## src/hdl/fifo_lab_pkg.sv

```systemverilog
package fifo_lab_pkg;

    // one queued value, also one hex digit on the display
    typedef logic [3:0] nibble_t;

    // segment pattern abcdefgh, h is the dot, 1 lights the segment
    typedef logic [7:0] seg_t;

    // push sequence, indexed by the accepted push count mod 16
    localparam nibble_t pattern_table [16] = '{
        4'h2, 4'h6, 4'hd, 4'hb, 4'h7, 4'he, 4'hc, 4'h4,
        4'h1, 4'h0, 4'h9, 4'ha, 4'hf, 4'h5, 4'h8, 4'h3
    };

    localparam seg_t sign_empty_head  = 8'b1111_0000;
    localparam seg_t sign_empty_entry = 8'b1001_0000;

    // standard hex glyphs with the dot off
    function automatic seg_t hex_to_seg(input nibble_t value);
        case (value)
            4'h0: return 8'b1111_1100;
            4'h1: return 8'b0110_0000;
            4'h2: return 8'b1101_1010;
            4'h3: return 8'b1111_0010;
            4'h4: return 8'b0110_0110;
            4'h5: return 8'b1011_0110;
            4'h6: return 8'b1011_1110;
            4'h7: return 8'b1110_0000;
            4'h8: return 8'b1111_1110;
            4'h9: return 8'b1111_0110;
            4'ha: return 8'b1110_1110;
            4'hb: return 8'b0011_1110;
            4'hc: return 8'b1001_1100;
            4'hd: return 8'b0111_1010;
            4'he: return 8'b1001_1110;
            default: return 8'b1000_1110;
        endcase
    endfunction

endpackage

```

## src/hdl/fifo_view_if.sv

```systemverilog
`timescale 1ns/100ps

// continuous view of the FIFO contents, head first
interface fifo_view_if #(
    parameter depth = 8
);

    // bit i set when entry i counted from the head is occupied
    logic                                valid;
    logic [depth - 1:0]                  valid_mask;
    fifo_lab_pkg::nibble_t [depth - 1:0] data;
    logic                                empty;
    logic                                full;

    assign valid = |valid_mask;

    modport fifo (
        output valid_mask, data, empty, full,
        input  valid
    );

    modport display (
        input valid_mask, data, empty, full, valid
    );

endinterface

```

## src/hdl/pattern_source.sv

```systemverilog
`timescale 1ns/100ps

module pattern_source #(
    parameter depth = 8
) (
    input  logic                             clk,
    input  logic                             rst,
    input  logic                             push_req,
    output logic                             push_valid,
    output fifo_lab_pkg::nibble_t            push_data,
    input  logic                             credit_return,
    output logic [$clog2(depth + 1) - 1:0]   credits
);

    localparam w_credit = $clog2(depth + 1);

    logic [3:0] pattern_idx;
    logic       accept;

    // a request without credit is simply dropped
    assign accept = push_req && (credits != '0);

    //--------------------------------------------------
    // control state

    always_ff @(posedge clk) begin
        if (rst) begin
            push_valid  <= 1'b0;
            pattern_idx <= '0;
            credits     <= w_credit'(depth);
        end else begin
            push_valid <= accept;

            // index counts accepted pushes only, wraps after 16
            if (accept) begin
                pattern_idx <= pattern_idx + 4'd1;
            end

            // spend on push, restore on return, both at once cancel
            case ({accept, credit_return})
                2'b10:   credits <= credits - w_credit'(1);
                2'b01:   credits <= credits + w_credit'(1);
                default: credits <= credits;
            endcase
        end
    end

    //--------------------------------------------------
    // payload

    always_ff @(posedge clk) begin
        if (accept) begin
            push_data <= fifo_lab_pkg::pattern_table[pattern_idx];
        end
    end

endmodule

```

## src/hdl/flop_fifo_debug.sv

```systemverilog
`timescale 1ns/100ps

module flop_fifo_debug #(
    parameter depth = 8
) (
    input  logic                  clk,
    input  logic                  rst,
    input  logic                  push_valid,
    input  fifo_lab_pkg::nibble_t push_data,
    output logic                  credit_return,
    input  logic                  pop_req,
    output logic                  pop_valid,
    output fifo_lab_pkg::nibble_t pop_data,
    fifo_view_if.fifo             view
);

    localparam w_ptr = $clog2(depth);
    localparam w_cnt = $clog2(depth + 1);

    fifo_lab_pkg::nibble_t mem [depth];

    logic [w_ptr - 1:0] wr_ptr;
    logic [w_ptr - 1:0] rd_ptr;
    logic [w_cnt - 1:0] cnt;
    logic               pop;

    // depth need not be a power of two
    function automatic logic [w_ptr - 1:0] next_ptr(input logic [w_ptr - 1:0] ptr);
        if (ptr == w_ptr'(depth - 1))
            return '0;
        else
            return ptr + w_ptr'(1);
    endfunction

    // no full check on writes, the source credits keep room
    assign pop = pop_req && (cnt != '0);

    //--------------------------------------------------
    // pointers, occupancy, pop pulse

    always_ff @(posedge clk) begin
        if (rst) begin
            wr_ptr    <= '0;
            rd_ptr    <= '0;
            cnt       <= '0;
            pop_valid <= 1'b0;
        end else begin
            pop_valid <= pop;
            if (push_valid)
                wr_ptr <= next_ptr(wr_ptr);
            if (pop)
                rd_ptr <= next_ptr(rd_ptr);
            cnt <= cnt + w_cnt'(push_valid) - w_cnt'(pop);
        end
    end

    always_ff @(posedge clk) begin
        if (push_valid)
            mem[wr_ptr] <= push_data;
        if (pop)
            pop_data <= mem[rd_ptr];
    end

    // each freed entry hands one credit back
    assign credit_return = pop_valid;

    //--------------------------------------------------
    // debug view rotated so entry 0 is the head

    always_comb begin
        for (int i = 0; i < depth; i++) begin
            view.data[i]       = mem[(int'(rd_ptr) + i) % depth];
            view.valid_mask[i] = (i < int'(cnt));
        end
    end

    assign view.empty = (cnt == '0);
    assign view.full  = (cnt == w_cnt'(depth));

endmodule

```

## src/hdl/digit_scanner.sv

```systemverilog
`timescale 1ns/100ps

module digit_scanner #(
    parameter depth       = 8,
    parameter refresh_div = 1024
) (
    input  logic               clk,
    input  logic               rst,
    fifo_view_if.display       view,
    output fifo_lab_pkg::seg_t abcdefgh,
    output logic [depth - 1:0] digit
);

    localparam w_div = (refresh_div > 1) ? $clog2(refresh_div) : 1;

    logic [w_div - 1:0]    div_cnt;
    logic                  tick;
    fifo_lab_pkg::nibble_t sel_data;
    logic                  sel_valid;
    fifo_lab_pkg::seg_t    hex_seg;

    //--------------------------------------------------
    // refresh prescaler and digit rotation

    assign tick = (div_cnt == w_div'(refresh_div - 1));

    always_ff @(posedge clk) begin
        if (rst) begin
            div_cnt <= '0;
            digit   <= depth'(1);
        end else if (tick) begin
            div_cnt <= '0;
            // rotate upward, wrap from the top digit back to 0
            digit   <= {digit[depth - 2:0], digit[depth - 1]};
        end else begin
            div_cnt <= div_cnt + w_div'(1);
        end
    end

    //--------------------------------------------------
    // pick the entry under the active digit

    always_comb begin
        sel_data = '0;
        for (int i = 0; i < depth; i++) begin
            if (digit[i])
                sel_data = sel_data | view.data[i];
        end
    end

    assign sel_valid = |(digit & view.valid_mask);

    // dot lit on every digit while the FIFO is full
    assign hex_seg = fifo_lab_pkg::hex_to_seg(sel_data) | {7'b0, view.full};

    //--------------------------------------------------
    // glyph override, head-empty first

    always_comb begin
        if (digit[0] && view.empty)
            abcdefgh = fifo_lab_pkg::sign_empty_head;
        else if (!sel_valid)
            abcdefgh = fifo_lab_pkg::sign_empty_entry;
        else
            abcdefgh = hex_seg;
    end

endmodule

```

## src/hdl/fifo_lab_top.sv

```systemverilog
`timescale 1ns/100ps

module fifo_lab_top #(
    parameter depth       = 8,
    parameter refresh_div = 1024
) (
    input  logic                           clk,
    input  logic                           rst,
    // key 1 pushes, key 0 pops
    input  logic [1:0]                     key,
    output logic [$clog2(depth + 1) - 1:0] led,
    output logic                           pop_valid,
    output logic [3:0]                     pop_data,
    output logic [7:0]                     abcdefgh,
    output logic [depth - 1:0]             digit
);

    // push link
    logic                  push_valid;
    fifo_lab_pkg::nibble_t push_data;
    logic                  credit_return;

    fifo_view_if #(.depth(depth)) view ();

    //--------------------------------------------------
    // three pipeline stages

    pattern_source #(
        .depth (depth)
    ) i_source (
        .clk           (clk),
        .rst           (rst),
        .push_req      (key[1]),
        .push_valid    (push_valid),
        .push_data     (push_data),
        .credit_return (credit_return),
        .credits       (led)
    );

    flop_fifo_debug #(
        .depth (depth)
    ) i_fifo (
        .clk           (clk),
        .rst           (rst),
        .push_valid    (push_valid),
        .push_data     (push_data),
        .credit_return (credit_return),
        .pop_req       (key[0]),
        .pop_valid     (pop_valid),
        .pop_data      (pop_data),
        .view          (view.fifo)
    );

    digit_scanner #(
        .depth       (depth),
        .refresh_div (refresh_div)
    ) i_scanner (
        .clk      (clk),
        .rst      (rst),
        .view     (view.display),
        .abcdefgh (abcdefgh),
        .digit    (digit)
    );

endmodule

```

## config.mk

```make
export PLATFORM = sky130hd
export DESIGN_NAME = fifo_lab_top
export DESIGN_NICKNAME = d
export VERILOG_FILES = /design/src/hdl/fifo_lab_pkg.sv /design/src/hdl/fifo_view_if.sv /design/src/hdl/pattern_source.sv /design/src/hdl/flop_fifo_debug.sv /design/src/hdl/digit_scanner.sv /design/src/hdl/fifo_lab_top.sv
export SDC_FILE = /design/constraint.sdc
export NUM_CORES = 1
export LEC_CHECK = 0
export ABC_AREA = 0
export BUFFER_PORTS_ARGS = -buffer_cell sky130_fd_sc_hd__clkbuf_2
export CORE_ASPECT_RATIO = 0.75
export CORE_MARGIN = 8
export CORE_UTILIZATION = 40
export CTS_BUF_LIST = sky130_fd_sc_hd__clkbuf_8
export DETAILED_ROUTE_END_ITERATION = 12
export SYNTH_ARGS = -nofsm -noshare
export SYNTH_HDL_FRONTEND = slang
export SYNTH_HIERARCHICAL = 1
export SYNTH_SLANG_ARGS = --single-unit
```

## constraint.sdc

```tcl
create_clock -name clk -period 6.3 [get_ports clk]
set_input_delay 1.26 -clock clk [delete_from_list [all_inputs] [get_ports clk]]
set_output_delay 1.26 -clock clk [all_outputs]
set_load 0.01 [all_outputs]
```

# --- Yosys cells after proc, flatten, opt, wreduce, memory -nomap -nowiden ---
# Memory sizes are Yosys's and may differ from the RTL's. A register that Yosys moved wholly into a read port is not among the register bits.
# Cells that the tools add are included.
totals:
  input_bits: 4
  rom_bits: 176
  out_inout_bits: 25
  memories: 3
  ram_bits: 32
  regBits: 38
memory_table:
  columns: ["name", "depth", "word_bits", "read_ports", "rd_ports_with_merged_regs", "wr", "line", "source"]
  rows:
  - ["(no name shown)", 16, 7, 1, 0, 0, "fifo_lab_pkg.sv:20", "case (value)"]
  - ["(no name shown)", 16, 4, 1, 1, 0, "pattern_source.sv:53", "push_data <= fifo_lab_pkg::pattern_table[pattern_idx];"]
  - ["i_fifo.mem", 8, 4, 9, 2, 1, "flop_fifo_debug.sv:20", "fifo_lab_pkg::nibble_t mem [depth];"]
classes:
  n_eq_ne: 6
  bitwise_logic: 10
  n_mux: 17
  reduce_logical: 9
  addsub: 15
  order_cmp: 8
op_table:
  columns: ["cell", "n"]
  rows:
  - ["4-bit two-way mux", 8]
  - ["4-bit OR", 7]
  - ["3-bit by 4-bit < comparator with 1-bit output (first input constant)", 4]
  - ["8-bit two-way mux", 2]
  - ["3-bit adder (second input constant)", 4]
  - ["3-bit two-way mux", 4]
  - ["10-bit by 1-bit adder with 10-bit output (second input constant)", 1]
  - ["10-bit == test (second input constant)", 1]
  - ["3-bit by 1-bit adder with 3-bit output (second input constant)", 3]
  - ["4-bit by 1-bit adder with 4-bit output (second input constant)", 2]
  - ["8-bit AND", 1]
  - ["1-bit by 4-bit < comparator with 1-bit output (first input constant)", 2]
  - ["2-bit by 4-bit < comparator with 1-bit output (first input constant)", 2]
  - ["8-bit by 1-bit OR with 8-bit output", 1]
  - ["4-bit one-hot mux with 2 select lines", 1]
  - ["4-bit nonzero test", 2]
  - ["8-bit OR reduction", 1]
  - ["3-bit by 2-bit adder with 3-bit output (second input constant)", 2]
  - ["3-bit == test (second input constant)", 2]
  - ["4-bit NOT with 5-bit output", 1]
  - ["4-bit by 1-bit adder with 4-bit output", 1]
  - ["4-bit == test (second input constant)", 1]
  - ["4-bit zero test", 1]
  - ["4-bit by 1-bit subtractor with 4-bit output", 1]
  - ["other kinds (7)", 10]

# --- Longest topological paths before layout ---
# An unclocked memory read counts as a cell.
logic_depth:
  word_depth: 20
  depth_mapped: 17
  depth_no_buf: 13

# --- Modules after synthesis ---
# Netlist, hierarchy kept.
by_module_without_submodules:
  columns: ["mod", "cells_each", "n_inst", "area_per_inst_um2"]
  rows:
  - ["flop_fifo_debug", 254, 1, 3289.4]
  - ["digit_scanner", 138, 1, 1192.4]
  - ["pattern_source", 75, 1, 713.2]
  - ["fifo_lab_top", 3, 1, 16.3]

# --- Worst setup path after synthesis ---
# OpenSTA, ideal clock, no wires.
synth_timing:
  kind: "reg2out"
  start: "register i_fifo.rd_ptr[1]"
  end: "output port abcdefgh[2]"
  stages_incl_launch_ff: 15
  arrival_time_ns: 3.329
  path_slack_ns: 1.711
  path_cell_list: "dfxtp_1 clkbuf_1 buf_2 inv_1 ha_1 buf_2 buf_2 mux4_2 mux2_2 a22oi_1 nand4_1 inv_1 ha_1 o21ai_0 a221oi_1"
synth_rtl:
  columns: ["element", "line", "source"]
  rows:
  - ["start, declared", "flop_fifo_debug.sv:23", "logic [w_ptr - 1:0] rd_ptr;"]
  - ["start signal, assigned", "flop_fifo_debug.sv:52", "rd_ptr <= next_ptr(rd_ptr);"]
  - ["end, declared", "fifo_lab_top.sv:14", "output logic [7:0] abcdefgh,"]

==> impl_results.md <==
- Final worst slack: 1170 ps
- Max-cap viol count: 0
- Fin crit share: 0.815
- Die Wd: approximately 150 um
- Vias in the first global route: between 3000 and 4000
- Total power: between 2 and 2.5 mW
- Core box area: roughly 13000 sq um
- Worst R2R Start: i_fifo/cnt[3]$_SDFF_PP0_
- Synth warn: 6
- CTS H-Tree Depth: 3
- Final Non-Filler Cells: between 600 and 700
- Max Buffers Root-to-Sink: 2
- Drt drc: 0
- Crit path kind: reg2out
- Starting density of the core: 0.405
- CTS root buffer: clkbuf_8
- CP startpoint kind: flop
- # resized after CTS: 0
- Max VDD drop: 0.000194 V
- Hold crit path type: reg2reg
- Total stage count of the critical path: 11
- Setup TNS: 0 ps
- Cell row count: 36
- Port Buffers: 28
- Worst slack at placement: about 1600 ps
- Die area: ~17000 sq um
- Netlist Area Pre-Place: about 5200 sq um
- Post-layout net count: between 500 and 600
- Num CTS Buffers: 9
- Delay-heaviest family, CP: adder cells
- Flop2flop setup slack: between 3000 and 4000 ps
- Antenna violations before repair: 0
- Syn_nets: 500
- Crit Reg-Reg Endpoint: i_fifo/cnt[3]$_SDFF_PP0_
- Syn_area_per_cell: around 11 sq um
- Clk_skew: about 12 ps
- Global-route wire length before repair: about 20000 um
- Worst-path clk slew: 80 ps
- # IOs: 29
- Vias after detailed routing: around 3800
- Crit path launch: i_fifo/rd_ptr[1]$_SDFFE_PP0N_
- CP Max Fanout: 17
- R2r worst-path depth: 11
- # diodes: 0
- Post-Synthesis Cells: 467
- WP buf/inv: 3
- Average vias per placed instance: approximately 5.7
- Detail Route Antenna Nets: 0
- # Post-CTS Setup Buffers: 0
- Hold Buf Count CTS: 0
- Mean routed wirelength per cell: 18.6 um
- Worst slew margin: 0.391
- Min Tclk post-route: a little over 5000 ps
- Worst-Skew Late Latency: around 350 ps
- Run status: complete, no violations
- RSZ-0062 raised after global routing: no
- Cell Chain, Critical Path: inv_1, ha_1, mux4_2, mux2_2, a22oi_1, nand4_1, inv_1, ha_1, o21ai_0, a221oi_1, clkbuf_2
- Residual overflow from global routing: 0
- Total Wirelength: about 12000 um
- CTS tree: yes
- PwrDens: between 300 and 400 nW/um^2
- Max-slew violations: 0
- Worst-margin pin slew: about 910 ps
- Placed insts: around 650
- Die Span Y: approximately 110 um
- Hold Violations, Final: 0
- Hold WS: 456 ps
- Core Util, Final: 0.438
- Fillcell total: around 1200
- Final setup fails: 0
- Fmax: slightly below 200 MHz
- Tot GR Track Use: 0.150
- Setup crit end: abcdefgh[2]
- Dpl cell area: approximately 5400 sq um
- CP max stage delay: ~810 ps
- Final instance area: between 5000 and 6000 sq um
- Leak: approximately 2.1 nW
- Clock Sinks: 81
- Hpwl dp: between 9000 and 10000 um
- Largest net degree at the start of global routing: 36
- Routability Congestion: between 0.8 and 0.9
- DRT Pass-1 Iters: 5
- Synth-to-layout area growth: 8.33%
- Slowest cell on crit path: ha_1
- Arrival time worst endpoint: between 3000 and 4000 ps
- Share of layout cells above drive strength 1: 0.194
- Crit end category: output port
- Critical Path RT: between 5000 and 6000 ps
- DRT iter0 DRCs: 490
[layer usage]
layer  GRT usage  share of wire
met5           0              0
met4      0.0332         0.0067
met3      0.0403          0.080
met2       0.211           0.41
met1       0.223           0.50
[state kept, by name, indices dropped and copies added, names as in the netlist, 4 cells and up, named ones only]
| register | flops |
|---|---|
| i_fifo/pop_data | 4 |
| i_scanner/div_cnt | 10 |
| i_scanner/digit | 8 |
| i_fifo/mem | 32 |
| i_fifo/cnt | 4 |
| i_source/credits | 4 |
| i_source/pattern_idx | 4 |
| i_source/push_data | 4 |
[cells in the final DEF (no fill, tap or decap), types with 4 or more instances in the layout]
cell	instances
a21oi_1	15
a22oi_1	18
clkbuf_2	28
clkbuf_8	10
dfxtp_1	40
edfxtp_1	40
ha_1	27
inv_1	21
mux2_2	13
mux2i_1	10
mux4_1	11
mux4_2	29
nand2_1	86
nand2b_1	6
nand3_1	5
nand4_1	4
nor2_1	42
nor2b_1	6
nor3_1	4
o21ai_0	10
xnor2_1	10
xor2_1	8
[where the power goes]
group          internal [mW]  total, mW  switching, mW
Sequential             0.628      0.701         0.0734
Combinational          0.412      0.905          0.492
Clock                  0.229      0.415          0.185
Total                   1.27       2.02          0.751
[worst reg2reg max path, delay by kind of cell, from the launching register on]
family                   cells  cell delay (ps)
AND/OR/NAND/NOR              2              890
multiplexers                 1              350
flip-flops                   1              360
AO/OA/AOI/OAI                2              330
adder cells (fa/ha/maj)      3              820
buffers and inverters        3              310
[worst min path at each step]
stage | from | end | slack, ps | depth (start not counted)
global route | i_scanner/div_cnt[0]$_SDFF_PP0_ | i_scanner/div_cnt[0]$_SDFF_PP0_ | 490 | 1
finish | i_scanner/div_cnt[0]$_SDFF_PP0_ | i_scanner/div_cnt[0]$_SDFF_PP0_ | 460 | 1
detailed placement | i_scanner/div_cnt[0]$_SDFF_PP0_ | i_scanner/div_cnt[0]$_SDFF_PP0_ | 450 | 1
global placement | i_scanner/div_cnt[0]$_SDFF_PP0_ | i_scanner/div_cnt[0]$_SDFF_PP0_ | 430 | 1
CTS | i_scanner/div_cnt[0]$_SDFF_PP0_ | i_scanner/div_cnt[0]$_SDFF_PP0_ | 460 | 1
floorplan | i_scanner/div_cnt[0]$_SDFF_PP0_ | i_scanner/div_cnt[0]$_SDFF_PP0_ | 420 | 1
[layout make-up]
type / count / area [sq um] / area share
tap: 171 / 214 / 0.0380
multi-input combinational: 344 / 2950 / 0.524
clock inverter: 6 / 76.3 / 0.0136
clock buffer: 10 / 138 / 0.0245
inverter: 19 / 71.3 / 0.0127
timing repair buffer: 30 / 155 / 0.0276
sequential: 81 / 2020 / 0.359
(Power assumes the default switching activity.)
